==> src/cpuCtrlPkg.sv <==
`default_nettype none

package cpuCtrlPkg;

	typedef enum logic [2:0] {
		FETCH,
		DECODE,
		EXEC,
		MEMACC,
		WRITEBACK,
		HALT
	} ctrlStateT;

	typedef enum logic [2:0] {
		ALU_ADD,
		ALU_SUB,
		ALU_AND,
		ALU_OR,
		ALU_XOR,
		ALU_SLT
	} aluOpT;

	typedef logic srcASelT;
	typedef logic [2:0] srcBSelT;
	typedef logic [11:0] hostAddrT;

	localparam srcASelT SRCA_PC = 1'b0;
	localparam srcASelT SRCA_REG = 1'b1;

	localparam srcBSelT SRCB_REG = 3'd0;
	localparam srcBSelT SRCB_FOUR = 3'd1;
	localparam srcBSelT SRCB_IMMI = 3'd2;
	localparam srcBSelT SRCB_IMMS = 3'd3;
	localparam srcBSelT SRCB_IMMB = 3'd4;

	// Host address map
	localparam hostAddrT MEM_BASE = 12'h000;
	localparam hostAddrT CTRL_ADDR = 12'h800;
	localparam hostAddrT REG_BASE = 12'hC00;  // 32 words, read only

endpackage

`default_nettype wire

==> src/rvIsaPkg.sv <==
`default_nettype none

package rvIsaPkg;

	typedef logic [31:0] instrT;
	typedef logic [4:0] regIdxT;
	typedef logic [31:0] wordT;
	typedef logic [6:0] opcodeT;
	typedef logic [2:0] funct3T;

	// Major opcodes
	localparam opcodeT OP_RTYPE = 7'b0110011;
	localparam opcodeT OP_ADDI = 7'b0010011;
	localparam opcodeT OP_LOAD = 7'b0000011;
	localparam opcodeT OP_STORE = 7'b0100011;
	localparam opcodeT OP_BRANCH = 7'b1100011;
	localparam opcodeT OP_SYSTEM = 7'b1110011;

	// R-type minor opcodes
	localparam funct3T F3_ADDSUB = 3'b000;
	localparam funct3T F3_SLT = 3'b010;
	localparam funct3T F3_XOR = 3'b100;
	localparam funct3T F3_OR = 3'b110;
	localparam funct3T F3_AND = 3'b111;

	localparam logic [6:0] F7_BASE = 7'b0000000;
	localparam logic [6:0] F7_SUB = 7'b0100000;  // Only with F3_ADDSUB

endpackage

`default_nettype wire

==> src/apbHostPort.sv <==
`timescale 1ns/1ps
`default_nettype none

module apbHostPort #(
	parameter int memWords = 256
) (
	input  logic clk,
	input  logic arstN,
	input  logic psel,
	input  logic penable,
	input  logic pwrite,
	input  cpuCtrlPkg::hostAddrT paddr,
	input  rvIsaPkg::wordT pwdata,
	output rvIsaPkg::wordT prdata,
	output logic pready,
	output logic pslverr,
	output logic run,
	input  logic running,
	input  logic halted,
	input  logic illegal,
	input  rvIsaPkg::wordT coreAddr,
	input  logic coreWe,
	input  rvIsaPkg::wordT coreWdata,
	output logic [$clog2(memWords)-1:0] memAddr,
	output logic memWe,
	output rvIsaPkg::wordT memWdata,
	input  rvIsaPkg::wordT memRdata,
	output rvIsaPkg::regIdxT hostRegIdx,
	input  rvIsaPkg::wordT hostRegData
);
	import cpuCtrlPkg::*;

	localparam int addrW = $clog2(memWords);

	hostAddrT memOff;
	logic memHit;
	logic ctrlHit;
	logic regHit;
	logic access;
	logic slvErr;
	logic hostMemRd;
	logic hostMemWr;
	logic rdWait;

	assign memOff = paddr - MEM_BASE;
	assign memHit = memOff < hostAddrT'(memWords * 4);
	assign ctrlHit = (paddr == CTRL_ADDR);
	assign regHit = (paddr[11:7] == REG_BASE[11:7]);
	assign access = psel && penable;

	assign slvErr = (running && (memHit || regHit)) || (regHit && pwrite) ||
		!(memHit || ctrlHit || regHit);
	assign hostMemRd = memHit && !pwrite && !slvErr;
	assign hostMemWr = access && memHit && pwrite && !slvErr;

	// One wait state covers the registered memory read
	always_ff @(posedge clk or negedge arstN) begin
		if (!arstN) begin
			rdWait <= 1'b0;
		end else begin
			rdWait <= access && hostMemRd && !rdWait;
		end
	end

	assign pready = access && (!hostMemRd || rdWait);
	assign pslverr = pready && slvErr;
	assign run = access && pwrite && ctrlHit && pwdata[0];
	assign hostRegIdx = paddr[6:2];

	always_comb begin
		if (hostMemRd) begin
			prdata = memRdata;
		end else if (ctrlHit) begin
			prdata = {29'b0, illegal, halted, running};
		end else if (regHit && !slvErr) begin
			prdata = hostRegData;
		end else begin
			prdata = '0;
		end
	end

	// Core owns memory while it runs
	assign memAddr = running ? coreAddr[addrW+1:2] : memOff[addrW+1:2];
	assign memWe = running ? coreWe : hostMemWr;
	assign memWdata = running ? coreWdata : pwdata;

endmodule

`default_nettype wire

==> config.mk <==
export PLATFORM = sky130hd
export DESIGN_NAME = apbHostPort
export DESIGN_NICKNAME = d
export VERILOG_FILES = /design/src/cpuCtrlPkg.sv /design/src/rvIsaPkg.sv /design/src/apbHostPort.sv
export SDC_FILE = /design/constraint.sdc
export NUM_CORES = 1
export LEC_CHECK = 0
export ABC_AREA = 0
export BUFFER_PORTS_ARGS = -buffer_cell sky130_fd_sc_hd__buf_4
export CAP_MARGIN = 20
export CORE_AREA = 2 2 102 104
export DETAILED_ROUTE_END_ITERATION = 8
export DIE_AREA = 0 0 104 106
export GPL_ROUTABILITY_DRIVEN = 0
export PLACE_DENSITY = 0.52
export RECOVER_POWER = 25
export SYNTH_ARGS = -nofsm -noshare
export SYNTH_HDL_FRONTEND = slang
export SYNTH_SLANG_ARGS = --single-unit
==> constraint.sdc <==
create_clock -name clk -period 3.1 [get_ports clk]
set_input_delay 0.31 -clock clk [delete_from_list [all_inputs] [get_ports clk]]
set_output_delay 0.31 -clock clk [all_outputs]
set_load 0.01 [all_outputs]
Yosys cells after proc, flatten, opt, wreduce, memory -nomap -nowiden --
Index checks and enable logic that the tools add are counted.
Cells by class: magnitude comparators 1, reductions and logical operators 27, bitwise operators 0, $add $sub $neg 0, shifts and indexed selects 0, $mul 0, divide/modulo/power cells 0, mux-type cells 6, equal/unequal tests 2
Operators by type and width (number):
- $mux W32 | 4
- $logic_and A1 B1 Y1 | 16
- $eq A12 B12 Y1 const B | 1
- $lt A12 B11 Y1 const B | 1
- $mux W8 | 1
- $logic_or A1 B1 Y1 | 6
- $eq A5 B5 Y1 const B | 1
- $logic_not A1 Y1 | 5
- $mux W1 | 1
Word-level totals: output and inout bits 81, flip-flop bits (word level) 1, latch bits 0, RAM bits 0, input bits 181, memories 0, memory bits (read-only) 0, logic and storage cells 37

Logic depth before layout (Yosys ltp) --
word-level depth 11, depth in mapped cells 5, gate-level depth less buffers 4

Worst setup path before layout --
Ideal clock, no wire load.
path kind input -> output, start input port paddr[8], end output port prdata[10], cell stages on the path 5, required time 2.790 ns, setup slack 1.585 ns, path buffers 1, arrival 1.205 ns, cell sequence nor4b_4 and2_4 buf_6 a22oi_1 nor2_1
On the way: longest elaborated chain between the ends 10, elaborated cells on any way between the ends 18, those cells by class 1 x order compare; 2 x eq/ne; 3 x mux; 12 x reduce/logical
Ends and longest elaborated chain:
- start: declaration | line apbHostPort.sv:12 | input cpuCtrlPkg::hostAddrT paddr,
- $lt A12 B11 Y1 (tied with other cells) | line apbHostPort.sv:46 | assign memHit = memOff < hostAddrT'(memWords * 4);
- $logic_or A1 B1 Y1, on equally long branches | line apbHostPort.sv:51, apbHostPort.sv:52
- $logic_and A1 B1 Y1 / $logic_or A1 B1 Y1 (equally long branches) | line apbHostPort.sv:51, apbHostPort.sv:52
- $logic_or A1 B1 Y1 / $logic_not A1 Y1 (equally long branches) | line apbHostPort.sv:51, apbHostPort.sv:52
- $logic_or A1 B1 Y1 | line apbHostPort.sv:51 | assign slvErr = (running && (memHit || regHit)) || (regHit && pwrite) ||
- $logic_not A1 Y1 | line apbHostPort.sv:53, apbHostPort.sv:75
- $logic_and A1 B1 Y1 | line apbHostPort.sv:75 | end else if (regHit && !slvErr) begin
- $mux W32 | line apbHostPort.sv:75
- $mux W32 | line apbHostPort.sv:73 | end else if (ctrlHit) begin
- $mux W32 * | line apbHostPort.sv:71 | if (hostMemRd) begin
- end: declaration | line apbHostPort.sv:14 | output rvIsaPkg::wordT prdata,
Every way passes the cells marked *; elsewhere a longest branch is shown, timed or not.

Final worst setup path --
start input port running, end output port memWdata[31]
On the way: longest elaborated chain between the ends 1
Ends and longest elaborated chain:
- start: declaration | line apbHostPort.sv:18 | input logic running,
- $mux W32 | line apbHostPort.sv:85 | assign memWdata = running ? coreWdata : pwdata;
- end: declaration | line apbHostPort.sv:26 | output rvIsaPkg::wordT memWdata,
No other way between the ends.

==> results.json <==
{
  "status": "complete, no violations",
  "layout.nets": 554,
  "diodes": 0,
  "post_cts_buffers": 0,
  "drt_first_pass_iters": 4,
  "placed_area_sq_mm": 0.00297,
  "portBuffers": 237,
  "reg_top3": "rdWait x1",
  "fillers": 1140,
  "worst_slew_pin_slew_ps": 909,
  "dieArea_sq_mm": 0.0110,
  "start_kind": "primary input",
  "ys_types": 22,
  "hp-class": "in -> async",
  "synth_top_area_frac": 0.400,
  "ys_ff_latch": 1,
  "vias": 2065,
  "max-cap-violations": 0,
  "initial_core_util": 0.112,
  "crit_fanout": 30,
  "top_register": "rdWait",
  "finalClockSkew_ps": 0,
  "cellLeakagePower_uw": 0.00142,
  "grt_usage": 0.111,
  "ctsResizeCount": 0,
  "final.min_clock_period_ps": 2320,
  "viasPerCell": 4.07,
  "ant_nets": 0,
  "clk-insertion-delay-late_ps": 0,
  "core_sq_mm": 0.0100,
  "setup-violations-final": 0,
  "yosysTopAreaCell": "mux2_2",
  "die_y_um": 106,
  "largest_reg_flops": 1,
  "antenna_found_initial": 1,
  "io_pins": 262,
  "synthCells": 151,
  "drive_gt1_frac": 0.725,
  "area_growth_pct": 158,
  "grt_pass1_wl_mm": 10.5,
  "rsz0062_at_grt": "false",
  "dieWidth_um": 104,
  "slew_viol_final": 0,
  "yosys_warnings": 0,
  "max_freq_ghz": 0.431,
  "p_per_area_mw_per_mm2": 129,
  "finalCritPeriodShare": 0.749,
  "slew_headroom": 0.394,
  "wl_per_cell_um": 13.5,
  "cp-end-kind": "output port",
  "fin_tns_setup_ps": 0,
  "fin_area_sq_mm": 0.00290,
  "final_common_cell": "buf_4",
  "grt_pass1_vias": 2135,
  "routed_wl_mm": 6.83,
  "overflow": 0,
  "grt_max_degree": 36,
  "syn_nets": 332,
  "clk_pin_slew_worst_paths_ps": 0,
  "final_cell_mix": "buf_4, mux2_2, nor2_1, a22oi_1, clkbuf_1",
  "netlist_top_cells_area": "mux2_2, a22oi_1, nor2_1",
  "dp_hpwl_mm": 5.86,
  "finalHoldViolations": 0,
  "hold_buffers": 0,
  "first_iter_violations": 111,
  "seq_area_frac_synth": 0.0222,
  "worstPathRequired_ps": 2790,
  "drcViolationCount": 0,
  "netlist_area_sq_mm": 0.00112,
  "ir_drop_mv": 0.0579,
  "critical_path_class": "in -> out",
  "syn_area_per_cell_sq_um": 7.45,
  "arrival_ps": 2010,
  "num_rows": 37
}
-- cell families after synthesis --
group                  count (synthesis)  share of synthesized area
and+or+nand+nor                       53                      0.216
buffers and inverters                 20                      0.110
AOI/OAI and AO/OA                     37                      0.251
muxes                                 40                      0.400
DFF                                    1                     0.0222
-- power by group --
part	switching [uW]	internal [uW]	total, uW
clock network	0	0	0
logic	131	229	360
registers	0.0628	13.4	13.5
-- per-layer routing --
metal  GRT usage  up-vias  wire length, um
met1       0.121      931             2380
met5           0        -                7
met3      0.0239        4              651
met4     0.00290        2               23
met2       0.230      132             3760
li1            -      996                -
-- through the flow --
stage          worst slack (ps)  cells  total power (uW)  hold WS, ps  utilization
2_1_floorplan              1590    151               147         14.4            -
3_3_place_gp               1150    507               387         93.7        0.297
3_5_place_dp               1130    507               390         93.6        0.297
4_1_cts                    1130    507               392         93.7        0.297
5_1_grt                     630    507               402          104        0.290
6_report                    778    507               373         85.7        0.290
-- worst paths after layout --
path / start / end / slack [ps] / cells past startpoint
min in group clk: rdWait / rdWait / 430 / 1
max in group asynchronous: arstN / rdWait / 2900 / 1
setup / recovery: running / memWdata[31] / 780 / 4
hold reg to reg: rdWait / rdWait / 430 / 1
hold / removal: arstN / rdWait / 90 / 1
setup reg to reg: rdWait / rdWait / 2480 / 1
-- worst max-delay path, cell delays in order --
cell and delay (ps):
clkbuf_1 660, buf_4 490, mux2_2 390, buf_4 140
-- cell usage after synthesis, drive strengths merged --
library cell,n
a22oi,32
a31o,2
a31oi,1
and2,1
and3,2
buf,14
clkbuf,5
dfrtp,1
inv,1
mux2,40
nand2,5
nor2,39
nor3,1
nor4,3
nor4b,1
o21ai,2
or2,1
-- final cells by class --
type                    instances  area (sq um)  area share
flip-flops and latches          1          25.0     0.00862
inverters                       1          3.75     0.00129
repair buffers                239          1730       0.595
multi-input cells             130           976       0.336
well taps                     136           170      0.0586
Note: power is estimated with default switching activity, not from simulation.
