## config.mk

```make
export PLATFORM = sky130hd
export DESIGN_NAME = multiCycleCore
export DESIGN_NICKNAME = d
export VERILOG_FILES = /design/src/cpuCtrlPkg.sv /design/src/rvIsaPkg.sv /design/src/aluUnit.sv /design/src/multiCycleControl.sv /design/src/multiCycleCore.sv /design/src/regFile.sv
export SDC_FILE = /design/constraint.sdc
export NUM_CORES = 2
export LEC_CHECK = 0
export BUFFER_PORTS_ARGS = -buffer_cell sky130_fd_sc_hd__buf_2
export CAP_MARGIN = 20
export CORE_MARGIN = 5
export CORE_UTILIZATION = 64
export DETAILED_ROUTE_END_ITERATION = 8
export PLACE_DENSITY = 0.81
export SETUP_SLACK_MARGIN = 0.05
export SYNTH_ARGS = -nofsm -noshare
export SYNTH_HDL_FRONTEND = slang
export SYNTH_HIERARCHICAL = 1
export SYNTH_SLANG_ARGS = --single-unit
```

## constraint.sdc

```tcl
create_clock -name clk -period 7.5 [get_ports clk]
set_input_delay 0.375 -clock clk [delete_from_list [all_inputs] [get_ports clk]]
set_output_delay 0.375 -clock clk [all_outputs]
set_load 0.03 [all_outputs]
```

## src/cpuCtrlPkg.sv

```systemverilog
`default_nettype none

package cpuCtrlPkg;

	typedef enum logic [2:0] {
		FETCH,
		DECODE,
		EXEC,
		MEMACC,
		WRITEBACK,
		HALT
	} ctrlStateT;

	typedef enum logic [2:0] {
		ALU_ADD,
		ALU_SUB,
		ALU_AND,
		ALU_OR,
		ALU_XOR,
		ALU_SLT
	} aluOpT;

	typedef logic srcASelT;
	typedef logic [2:0] srcBSelT;
	typedef logic [11:0] hostAddrT;

	localparam srcASelT SRCA_PC = 1'b0;
	localparam srcASelT SRCA_REG = 1'b1;

	localparam srcBSelT SRCB_REG = 3'd0;
	localparam srcBSelT SRCB_FOUR = 3'd1;
	localparam srcBSelT SRCB_IMMI = 3'd2;
	localparam srcBSelT SRCB_IMMS = 3'd3;
	localparam srcBSelT SRCB_IMMB = 3'd4;

	// Host address map
	localparam hostAddrT MEM_BASE = 12'h000;
	localparam hostAddrT CTRL_ADDR = 12'h800;
	localparam hostAddrT REG_BASE = 12'hC00;  // 32 words, read only

endpackage

`default_nettype wire

```

## src/rvIsaPkg.sv

```systemverilog
`default_nettype none

package rvIsaPkg;

	typedef logic [31:0] instrT;
	typedef logic [4:0] regIdxT;
	typedef logic [31:0] wordT;
	typedef logic [6:0] opcodeT;
	typedef logic [2:0] funct3T;

	// Major opcodes
	localparam opcodeT OP_RTYPE = 7'b0110011;
	localparam opcodeT OP_ADDI = 7'b0010011;
	localparam opcodeT OP_LOAD = 7'b0000011;
	localparam opcodeT OP_STORE = 7'b0100011;
	localparam opcodeT OP_BRANCH = 7'b1100011;
	localparam opcodeT OP_SYSTEM = 7'b1110011;

	// R-type minor opcodes
	localparam funct3T F3_ADDSUB = 3'b000;
	localparam funct3T F3_SLT = 3'b010;
	localparam funct3T F3_XOR = 3'b100;
	localparam funct3T F3_OR = 3'b110;
	localparam funct3T F3_AND = 3'b111;

	localparam logic [6:0] F7_BASE = 7'b0000000;
	localparam logic [6:0] F7_SUB = 7'b0100000;  // Only with F3_ADDSUB

endpackage

`default_nettype wire

```

## src/aluUnit.sv

```systemverilog
`timescale 1ns/1ps
`default_nettype none

module aluUnit (
	input  cpuCtrlPkg::aluOpT op,
	input  rvIsaPkg::wordT a,
	input  rvIsaPkg::wordT b,
	output rvIsaPkg::wordT y,
	output logic zero
);
	import cpuCtrlPkg::*;

	always_comb begin
		case (op)
			ALU_ADD: y = a + b;
			ALU_SUB: y = a - b;
			ALU_AND: y = a & b;
			ALU_OR: y = a | b;
			ALU_XOR: y = a ^ b;
			ALU_SLT: y = {31'b0, $signed(a) < $signed(b)};
			default: y = a + b;
		endcase
	end

	assign zero = (a == b);  // Equal operands

endmodule

`default_nettype wire

```

## src/multiCycleControl.sv

```systemverilog
`timescale 1ns/1ps
`default_nettype none

module multiCycleControl (
	input  logic clk,
	input  logic arstN,
	input  logic run,
	input  rvIsaPkg::instrT instr,
	input  logic aluZero,
	output cpuCtrlPkg::aluOpT aluOp,
	output cpuCtrlPkg::srcASelT srcASel,
	output cpuCtrlPkg::srcBSelT srcBSel,
	output logic pcWrite,
	output logic pcFromAlu,
	output logic irWrite,
	output logic memRe,
	output logic memWe,
	output logic addrFromAlu,
	output logic regWe,
	output logic wbFromMem,
	output logic running,
	output logic halted,
	output logic illegal
);
	import rvIsaPkg::*;
	import cpuCtrlPkg::*;

	ctrlStateT state;
	ctrlStateT stateNext;
	opcodeT opcode;
	funct3T funct3;
	aluOpT rTypeOp;
	logic rTypeOk;
	logic opValid;
	logic haltedQ;
	logic illegalQ;

	assign opcode = instr[6:0];
	assign funct3 = instr[14:12];

	always_comb begin
		rTypeOk = (instr[31:25] == F7_BASE);
		case (funct3)
			F3_ADDSUB: begin
				rTypeOp = (instr[31:25] == F7_SUB) ? ALU_SUB : ALU_ADD;
				rTypeOk = rTypeOk || (instr[31:25] == F7_SUB);
			end
			F3_SLT: rTypeOp = ALU_SLT;
			F3_XOR: rTypeOp = ALU_XOR;
			F3_OR: rTypeOp = ALU_OR;
			F3_AND: rTypeOp = ALU_AND;
			default: begin
				rTypeOp = ALU_ADD;
				rTypeOk = 1'b0;
			end
		endcase
	end

	always_comb begin
		case (opcode)
			OP_RTYPE: opValid = rTypeOk;
			OP_ADDI, OP_LOAD, OP_STORE, OP_BRANCH: opValid = 1'b1;
			default: opValid = 1'b0;  // ECALL lands here too
		endcase
	end

	always_comb begin
		stateNext = state;
		aluOp = ALU_ADD;
		srcASel = SRCA_PC;
		srcBSel = SRCB_FOUR;
		pcWrite = 1'b0;
		pcFromAlu = 1'b1;
		irWrite = 1'b0;
		memRe = 1'b0;
		memWe = 1'b0;
		addrFromAlu = 1'b0;
		regWe = 1'b0;
		wbFromMem = 1'b0;
		case (state)
			FETCH: begin
				memRe = 1'b1;  // PC + 4 goes to aluOut
				stateNext = DECODE;
			end
			DECODE: begin
				irWrite = 1'b1;
				srcBSel = SRCB_IMMB;  // Branch target into aluOut
				pcWrite = 1'b1;  // PC + 4 from aluOut
				stateNext = opValid ? EXEC : HALT;
			end
			EXEC: begin
				srcASel = SRCA_REG;
				case (opcode)
					OP_RTYPE: begin
						srcBSel = SRCB_REG;
						aluOp = rTypeOp;
						stateNext = WRITEBACK;
					end
					OP_ADDI: begin
						srcBSel = SRCB_IMMI;
						stateNext = WRITEBACK;
					end
					OP_LOAD: begin
						srcBSel = SRCB_IMMI;
						stateNext = MEMACC;
					end
					OP_STORE: begin
						srcBSel = SRCB_IMMS;
						stateNext = MEMACC;
					end
					default: begin
						srcBSel = SRCB_REG;
						aluOp = ALU_SUB;
						pcWrite = aluZero;  // Taken BEQ
						stateNext = FETCH;
					end
				endcase
			end
			MEMACC: begin
				addrFromAlu = 1'b1;
				memRe = (opcode == OP_LOAD);
				memWe = (opcode == OP_STORE);
				stateNext = (opcode == OP_LOAD) ? WRITEBACK : FETCH;
			end
			WRITEBACK: begin
				regWe = 1'b1;
				wbFromMem = (opcode == OP_LOAD);
				stateNext = FETCH;
			end
			default: begin
				if (run) begin
					pcWrite = 1'b1;
					pcFromAlu = 1'b0;  // Restart at PC 0
					stateNext = FETCH;
				end
			end
		endcase
	end

	always_ff @(posedge clk or negedge arstN) begin
		if (!arstN) begin
			state <= HALT;
			haltedQ <= 1'b0;
			illegalQ <= 1'b0;
		end else begin
			state <= stateNext;
			if (state == HALT && run) begin
				haltedQ <= 1'b0;
				illegalQ <= 1'b0;
			end else if (state == DECODE && !opValid) begin
				haltedQ <= 1'b1;
				illegalQ <= (opcode != OP_SYSTEM);
			end
		end
	end

	assign running = (state != HALT);
	assign halted = haltedQ;
	assign illegal = illegalQ;

endmodule

`default_nettype wire

```

## src/multiCycleCore.sv

```systemverilog
`timescale 1ns/1ps
`default_nettype none

module multiCycleCore (
	input  logic clk,
	input  logic arstN,
	input  logic run,
	output rvIsaPkg::wordT memAddr,
	output logic memWe,
	output logic memRe,
	output rvIsaPkg::wordT memWdata,
	input  rvIsaPkg::wordT memRdata,
	input  rvIsaPkg::regIdxT hostRegIdx,
	output rvIsaPkg::wordT hostRegData,
	output logic running,
	output logic halted,
	output logic illegal
);
	import rvIsaPkg::*;
	import cpuCtrlPkg::*;

	wordT pc;
	instrT ir;
	instrT curInstr;
	wordT aReg;
	wordT bReg;
	wordT aluOut;
	wordT immI;
	wordT immS;
	wordT immB;
	wordT srcA;
	wordT srcB;
	wordT aluY;
	wordT raData;
	wordT rbData;
	wordT wbData;
	regIdxT raIdx;
	logic aluZero;
	aluOpT aluOp;
	srcASelT srcASel;
	srcBSelT srcBSel;
	logic pcWrite;
	logic pcFromAlu;
	logic irWrite;
	logic addrFromAlu;
	logic regWe;
	logic wbFromMem;

	// Fetched word arrives in DECODE, IR holds it afterwards
	assign curInstr = irWrite ? memRdata : ir;

	assign immI = {{20{curInstr[31]}}, curInstr[31:20]};
	assign immS = {{20{curInstr[31]}}, curInstr[31:25], curInstr[11:7]};
	assign immB = {{19{curInstr[31]}}, curInstr[31], curInstr[7], curInstr[30:25],
		curInstr[11:8], 1'b0};

	assign srcA = (srcASel == SRCA_PC) ? pc : aReg;

	always_comb begin
		case (srcBSel)
			SRCB_FOUR: srcB = 32'd4;
			SRCB_IMMI: srcB = immI;
			SRCB_IMMS: srcB = immS;
			SRCB_IMMB: srcB = immB;
			default: srcB = bReg;
		endcase
	end

	assign raIdx = running ? curInstr[19:15] : hostRegIdx;  // Host reads while idle
	assign hostRegData = raData;
	assign wbData = wbFromMem ? memRdata : aluOut;

	always_ff @(posedge clk or negedge arstN) begin
		if (!arstN) begin
			pc <= '0;
			ir <= '0;
		end else begin
			if (pcWrite) begin
				pc <= pcFromAlu ? aluOut : '0;
			end
			if (irWrite) begin
				ir <= memRdata;
			end
		end
	end

	always_ff @(posedge clk) begin
		aReg <= raData;
		bReg <= rbData;
		aluOut <= aluY;
	end

	assign memAddr = addrFromAlu ? aluOut : pc;
	assign memWdata = bReg;

	multiCycleControl control_i (
		.clk(clk),
		.arstN(arstN),
		.run(run),
		.instr(curInstr),
		.aluZero(aluZero),
		.aluOp(aluOp),
		.srcASel(srcASel),
		.srcBSel(srcBSel),
		.pcWrite(pcWrite),
		.pcFromAlu(pcFromAlu),
		.irWrite(irWrite),
		.memRe(memRe),
		.memWe(memWe),
		.addrFromAlu(addrFromAlu),
		.regWe(regWe),
		.wbFromMem(wbFromMem),
		.running(running),
		.halted(halted),
		.illegal(illegal)
	);

	aluUnit alu_i (
		.op(aluOp),
		.a(srcA),
		.b(srcB),
		.y(aluY),
		.zero(aluZero)
	);

	regFile regs_i (
		.clk(clk),
		.arstN(arstN),
		.raIdx(raIdx),
		.rbIdx(curInstr[24:20]),
		.wIdx(ir[11:7]),
		.we(regWe),
		.wData(wbData),
		.raData(raData),
		.rbData(rbData)
	);

endmodule

`default_nettype wire

```

## src/regFile.sv

```systemverilog
`timescale 1ns/1ps
`default_nettype none

module regFile (
	input  logic clk,
	input  logic arstN,
	input  rvIsaPkg::regIdxT raIdx,
	input  rvIsaPkg::regIdxT rbIdx,
	input  rvIsaPkg::regIdxT wIdx,
	input  logic we,
	input  rvIsaPkg::wordT wData,
	output rvIsaPkg::wordT raData,
	output rvIsaPkg::wordT rbData
);
	import rvIsaPkg::*;

	wordT regs [32];

	always_ff @(posedge clk or negedge arstN) begin
		if (!arstN) begin
			for (int i = 0; i < 32; i++) begin
				regs[i] <= '0;
			end
		end else if (we && wIdx != '0) begin
			regs[wIdx] <= wData;  // x0 stays zero
		end
	end

	assign raData = regs[raIdx];
	assign rbData = regs[rbIdx];

endmodule

`default_nettype wire

```

; ---- Yosys cells after proc, flatten, opt, wreduce, memory -nomap -nowiden
; Index checks and enable logic that the tools add are counted.
[op_classes]
n_bitwise = 6
mux = 46
n_reduce_logical = 21
addsub = 2
order_cmp = 5
n_eq_ne = 27
[op_table]
columns = op, n
row1 = $bwmux W1024, 1
row2 = $bmux W32 S5, 2
row3 = $mux W32, 10
row4 = $demux W32 S5, 1
row5 = $pmux W32 S5, 1
row6 = $pmux W32 S4, 1
row7 = $add A32 B32 Y32, 1
row8 = $and A32 B32 Y32, 1
row9 = $eq A32 B32 Y1, 1
row10 = $lt A32 B32 Y1, 1
row11 = $or A32 B32 Y32, 1
row12 = $sub A32 B32 Y32, 1
row13 = $xor A32 B32 Y32, 1
row14 = $pmux W3 S5, 2
row15 = $eq A3 B3 Y1 const B, 8
row16 = $eq A3 B2 Y1 const B, 7
row17 = $eq A7 B6 Y1 const B, 3
row18 = $ge A6 B6 Y1 const B, 3
row19 = $not A5 Y6, 3
row20 = $pmux W3 S2, 3
row21 = $mux W1, 15
row22 = $mux W3, 4
row23 = $reduce_or A4 Y1, 3
row24 = $eq A3 B1 Y1 const B, 3
row25 = 21 further kinds, 30
[word_totals]
ff_bits = 1189

; ---- Longest topological paths before layout
[depth]
depth_word = 12
ltp_mapped = 32
mapped_depth_nobuf = 23

; ---- Modules after synthesis
; The synthesis kept the hierarchy.
[modules_own_cells]
columns = mod, area_per_inst_um2, cells_per_inst, n_inst
row1 = regFile, 55937.4, 4601, 1
row2 = multiCycleCore, 6019.5, 567, 1
row3 = aluUnit, 5789.3, 911, 1
row4 = multiCycleControl, 600.6, 83, 1

; ---- Worst setup path before layout
; No wires, ideal clock.
[synth_path]
path_type = register to register
from = register control_i.state[0]
to = register pc[10]
path_slack_ns = 1.157
t_arrival_ns = 6.260
stages_incl_launch_ff = 30
path_buffers = 8
setup_time_ns = 0.083
path_cell_list = dfstp_2 buf_4 and2b_1 nand2_1 inv_2 buf_4 buf_2 buf_2 mux2_2 nand4bb_4 nor2_1 nand3b_1 a21oi_1 nor2_2 xnor2_2 buf_2 a21o_1 inv_1 ha_1 clkbuf_1 or4_1 or3_1 nor4_1 a21boi_0 o21ai_0 a21oi_1 clkbuf_1 buf_1 nand3_1 o21ai_0
[synth_between]
elab_chain_cells = 12
elab_cells_between_ends = 29
[synth_rtl]
columns = item, line_no
row1 = start: declaration, multiCycleControl.sv:28  ; ctrlStateT state;
row2 = start signal: assignment, multiCycleControl.sv:146  ; state <= stateNext;
row3 = $eq A3 B1 Y1 *, multiCycleControl.sv:80  ; case (state)
row4 = $mux W1 *, multiCycleControl.sv:80
row5 = named net irWrite, multiCycleCore.sv:44  ; logic irWrite;
row6 = $mux W32 *, --
row7 = named net curInstr[2], multiCycleCore.sv:24  ; instrT curInstr;
row8 = $eq A7 B5 Y1 or $eq A7 B2 Y1 (tied branches), multiCycleControl.sv:93  ; case (opcode)
row9 = $reduce_or A2 Y1 (no line), --
row10 = $pmux W2 S2 *, multiCycleControl.sv:93
row11 = [1 not listed], --
row12 = named net srcBSel[0], multiCycleCore.sv:41  ; srcBSelT srcBSel;
row13 = "$eq A3 B3 Y1, or another cell as far along", multiCycleCore.sv:60  ; case (srcBSel)
row14 = $pmux W32 S4 *, multiCycleCore.sv:60
row15 = named net srcB[25], multiCycleCore.sv:32  ; wordT srcB;
row16 = $eq A32 B32 Y1 *, aluUnit.sv:25  ; assign zero = (a == b);
row17 = named net aluZero, multiCycleCore.sv:38  ; logic aluZero;
row18 = $mux W1 *, multiCycleControl.sv:93
row19 = $pmux W1 S3 *, multiCycleControl.sv:80
row20 = named net pcWrite, multiCycleCore.sv:42  ; logic pcWrite;
row21 = end signal: assignment, multiCycleCore.sv:79  ; pc <= pcFromAlu ? aluOut : '0;
row22 = end: declaration, multiCycleCore.sv:22  ; wordT pc;
; The timed path passes the listed nets; every way through them passes the cells marked *.
; A chain may end at the register's enable or synchronous reset.

; ---- Worst setup path after layout
[layout_path]
from = register control_i.state[0]
to = register pc[18]
; Same word-level chain as after synthesis.

==> metrics.md <==
| Metric | Value |
|---|---|
| Die width | 336.8 um |
| Syn-to-layout area delta | 7.423% |
| Clock network power share | 15.7% |
| Net Sw Frac | 49.01% |
| CTS tree | done |
| Crit Path Class | reg2reg |
| Largest area contributor in the netlist | dfrtp_1 |
| Final Hold Vio Count | 0 |
| Final TNS setup | 0 ns |
| Synth Warn # | 6 |
| Startpoint Class | flip-flop |
| Critical Path Most Common Cell | o21ai_0 |
| Outcome | finished, final reports clean |
| Synth cell types | 94 |
| CP required | 8.15 ns |
| Deepest clock path buffer count | 3 |
| Cell Rows | 119 |
| Worst Tran Pin Value | 1.173 ns |
| CP max stage cell | or4_1 |
| RSZ-0062 raised after global routing | false |
| Hold crit path type | in2reg |
| Nets | 6116 |
| Synth Instances | 6162 |
| Utilization after layout | 69.45% |
| Number of global-route vias before repair | 52.15k |
| RD Place Congestion | 1.022 |
| Max FO, Critical Path | 64 |
| Initial Utilization | 64.65% |
| Skew-Pair Late Insertion Delay | 0.76 ns |
| Post-synth EDFFs | 0 |
| Drt pass-1 iters | 6 |
| Cell leakage power | 0.03561 uW |
| Max Cap Viol | 0 |
| Die Y | 336.8 um |
| Logic pwr share | 59.2% |
| Synthesized area per cell | 11.09 um2 |
| Peak per-stage delay on the critical path | 0.64 ns |
| Max frequency | 0.1414 GHz |
| Clock root buffer | clkbuf_16 |
| Dpl cells | 7230 |
| Count of buffers from port buffering | 140 |
| Tot GR Track Use | 38.38% |
| Highest-count cells in the layout ignoring fill and taps | dfrtp_1, mux2i_1, mux2_2 |
| Global-route wire length before repair | 331.0 mm |
| CTS HTree Levels | 3 |
| Register share of total power | 25.1% |
| Synthesized area | 68350 um2 |
| Remaining antenna violation count | 0 |
| CTS sink cnt | 1189 |
| Most common cell after layout, fill and taps aside | dfrtp_1 |
| Tcrit/Tclk final | 94.29% |
| Worst Setup End Kind | flip-flop |
| Power Density | 535.0 nW/um2 |
| CTS buffer count | 120 |
| Critical Path AT | 7.72 ns |
| Share of layout cells above drive strength 1 | 25.81% |
| Drt initial violations | 6327 |
| WL/cell | 29.83 um |
| Crit-path cells | and2b_1 > nand2_1 > inv_2 > buf_4 > mux2_2 > nor2_1 > nand3b_1 > a21oi_1 > nor2_2 > xnor2_4 > a21o_1 > inv_1 > ha_1 > or4_1 > or3_1 > nor4_2 > a21boi_0 > o21ai_0 > a21oi_4 > buf_6 > nand3_1 > o21ai_0 |
| Seq cells post-synth | 1189 |
| # fillers | 7503 |
| Yosys top cell area share | 39.95% |
| Period minus WS final | 7.072 ns |
| Total gr overflow | 0 |
| Peak VDD IR | 0.5450 mV |
| Initial antenna violation count | 10 |
| Post-synth ARST share | 91.93% |
| Routed vias | 52.66k |
| Drt total wl | 223.1 mm |
| Post-synthesis sequential area ratio | 42.83% |
| Largest net degree at the start of global routing | 168 |
| Core Region | 105700 um2 |
| Synth Net Count | 6300 |
| Int Power | 20030 uW |
| Synth top area cells | dfrtp_1, mux2_2, mux2i_1, dfxtp_1, a22oi_1 |
| Worst-path clk slew | 0.06 ns |
| Psw | 19250 uW |
| Final slew viol count | 0 |
| Detailed Place HPWL | 134.0 mm |
| Post-synth top flop | dfrtp_1 |
| Via/cell ratio | 7.040 |
| Finished Layout Cells | 7480 |
| Die area | 113400 um2 |
| Worst slew margin | 21.82% |
| Clk_skew | 0.05457 ns |
| DRC viols | 0 |
| Ports | 141 |
| Endpoints failing setup | 0 |
## sequential cells by signal, indices dropped and copies added (netlist names)
signal and count:
regs_i/regs 1024, pc 32, aluOut 32, aReg 32, control_i/illegal 1, ir 32, control_i/halted 1, control_i/state 3
memWdata 32
## kinds of logic after synthesis
| logic type | Yosys count | share of synthesized area (%) |
|---|---|---|
| compound gates | 1087 | 10.61 |
| xor+xnor | 22 | 0.2929 |
| fa+ha+maj | 98 | 1.816 |
| buf+inv | 722 | 5.168 |
| flops | 1189 | 42.83 |
| mux | 2095 | 32.63 |
| simple gates | 949 | 6.647 |
## critical path, delay by kind of cell, from the launching register on
| family | cells | cell delay (ns) |
|---|---|---|
| AND/OR/NAND/NOR | 9 | 2.71 |
| AO/OA/AOI/OAI | 6 | 1.38 |
| buffers and inverters | 4 | 0.89 |
| flip-flops | 1 | 0.62 |
| XOR/XNOR | 1 | 0.44 |
| multiplexers | 1 | 0.42 |
| adder cells (fa/ha/maj) | 1 | 0.41 |
## layout make-up
type,instances,area (um2),share of cell area [%]
Antenna cell,5,12.51,0.01704
Clock buffer,180,3508,4.778
Clock inverter,48,563.0,0.7669
Inverter,144,540.5,0.7362
Multi-Input combinational cell,4251,35760,48.71
Sequential cell,1189,29280,39.87
Tap cell,1391,1740,2.370
Timing Repair Buffer,272,2016,2.745
## power by group through the flow
stage | Sequential, uW | Combinational (uW) | Clock, uW
5_1_grt | 10000 | 24300 | 6480
6_report | 9840 | 23300 | 6170
2_1_floorplan | 9450 | 15800 | 0
3_5_place_dp | 9850 | 22400 | 0
3_3_place_gp | 9700 | 22100 | 0
4_1_cts | 9760 | 22500 | 6210
## synthesized netlist by cell type (52+ instances only)
cell type	instances
dfrtp_1	1091
mux2i_1	1034
mux2_2	1018
nand2_1	354
a21oi_1	289
clkbuf_1	284
nand3_1	253
a22oi_1	208
o21ai_0	169
a22o_1	137
buf_2	135
inv_1	135
nor2_1	102
nor3_1	99
dfxtp_1	96
ha_1	96
a31oi_1	80
buf_4	70
buf_6	52
## per-layer routing
layer  track usage [%]  up-vias  share of wire, %
met4             19.46        6               5.8
met3             9.875      802                11
met5                 0        -             0.018
met2             58.84     3122                45
met1             50.95    26610                38
li1                  -    22130                 -
## metrics by stage
step / area (um2) / power (uW) / worst slack, ns / hold slack, ns
finish: 73420 / 39280 / 0.4282 / 0.04516
global route: 73410 / 40780 / 0.1813 / 0.03181
CTS: 73370 / 38470 / 0.2591 / 0.002003
detailed placement: 69130 / 32210 / 0.1045 / 0.3882
global placement: 69130 / 31850 / 0.2541 / 0.3835
floorplan: 68350 / 25260 / 1.157 / 0.07941
## path summary, 6_finish.rpt
| check | cells after the start | slack, ns | from | end |
|---|---|---|---|---|
| max in group asynchronous | 4 | 5.37 | arstN | ir[19]$_DFF_PN0_ |
| min in group asynchronous | 2 | 0.27 | arstN | regs_i/regs[899]$_DFFE_PN0P_ |
| worst max register to register | 22 | 0.43 | control_i/state[0]$_DFFE_PN1P_ | pc[18]$_DFFE_PN0P_ |
| worst min-delay path | 2 | 0.05 | memRdata[4] | ir[4]$_DFF_PN0_ |
| worst min register to register | 0 | 0.40 | regs_i/regs[1020]$_DFFE_PN0P_ | regs_i/regs[1020]$_DFFE_PN0P_ |
| worst max-delay path | 22 | 0.43 | control_i/state[0]$_DFFE_PN1P_ | pc[18]$_DFFE_PN0P_ |
## repair_timing
action                                  4_1_cts  5_1_grt
setup buffers                                 0        0
hold endpoints to repair                    119        0
hold buffers                                 16        0
endpoints found under the setup margin        3       32
cloned                                        0        0
resized for setup                             1        3
Power figures use the tool's default switching activity.
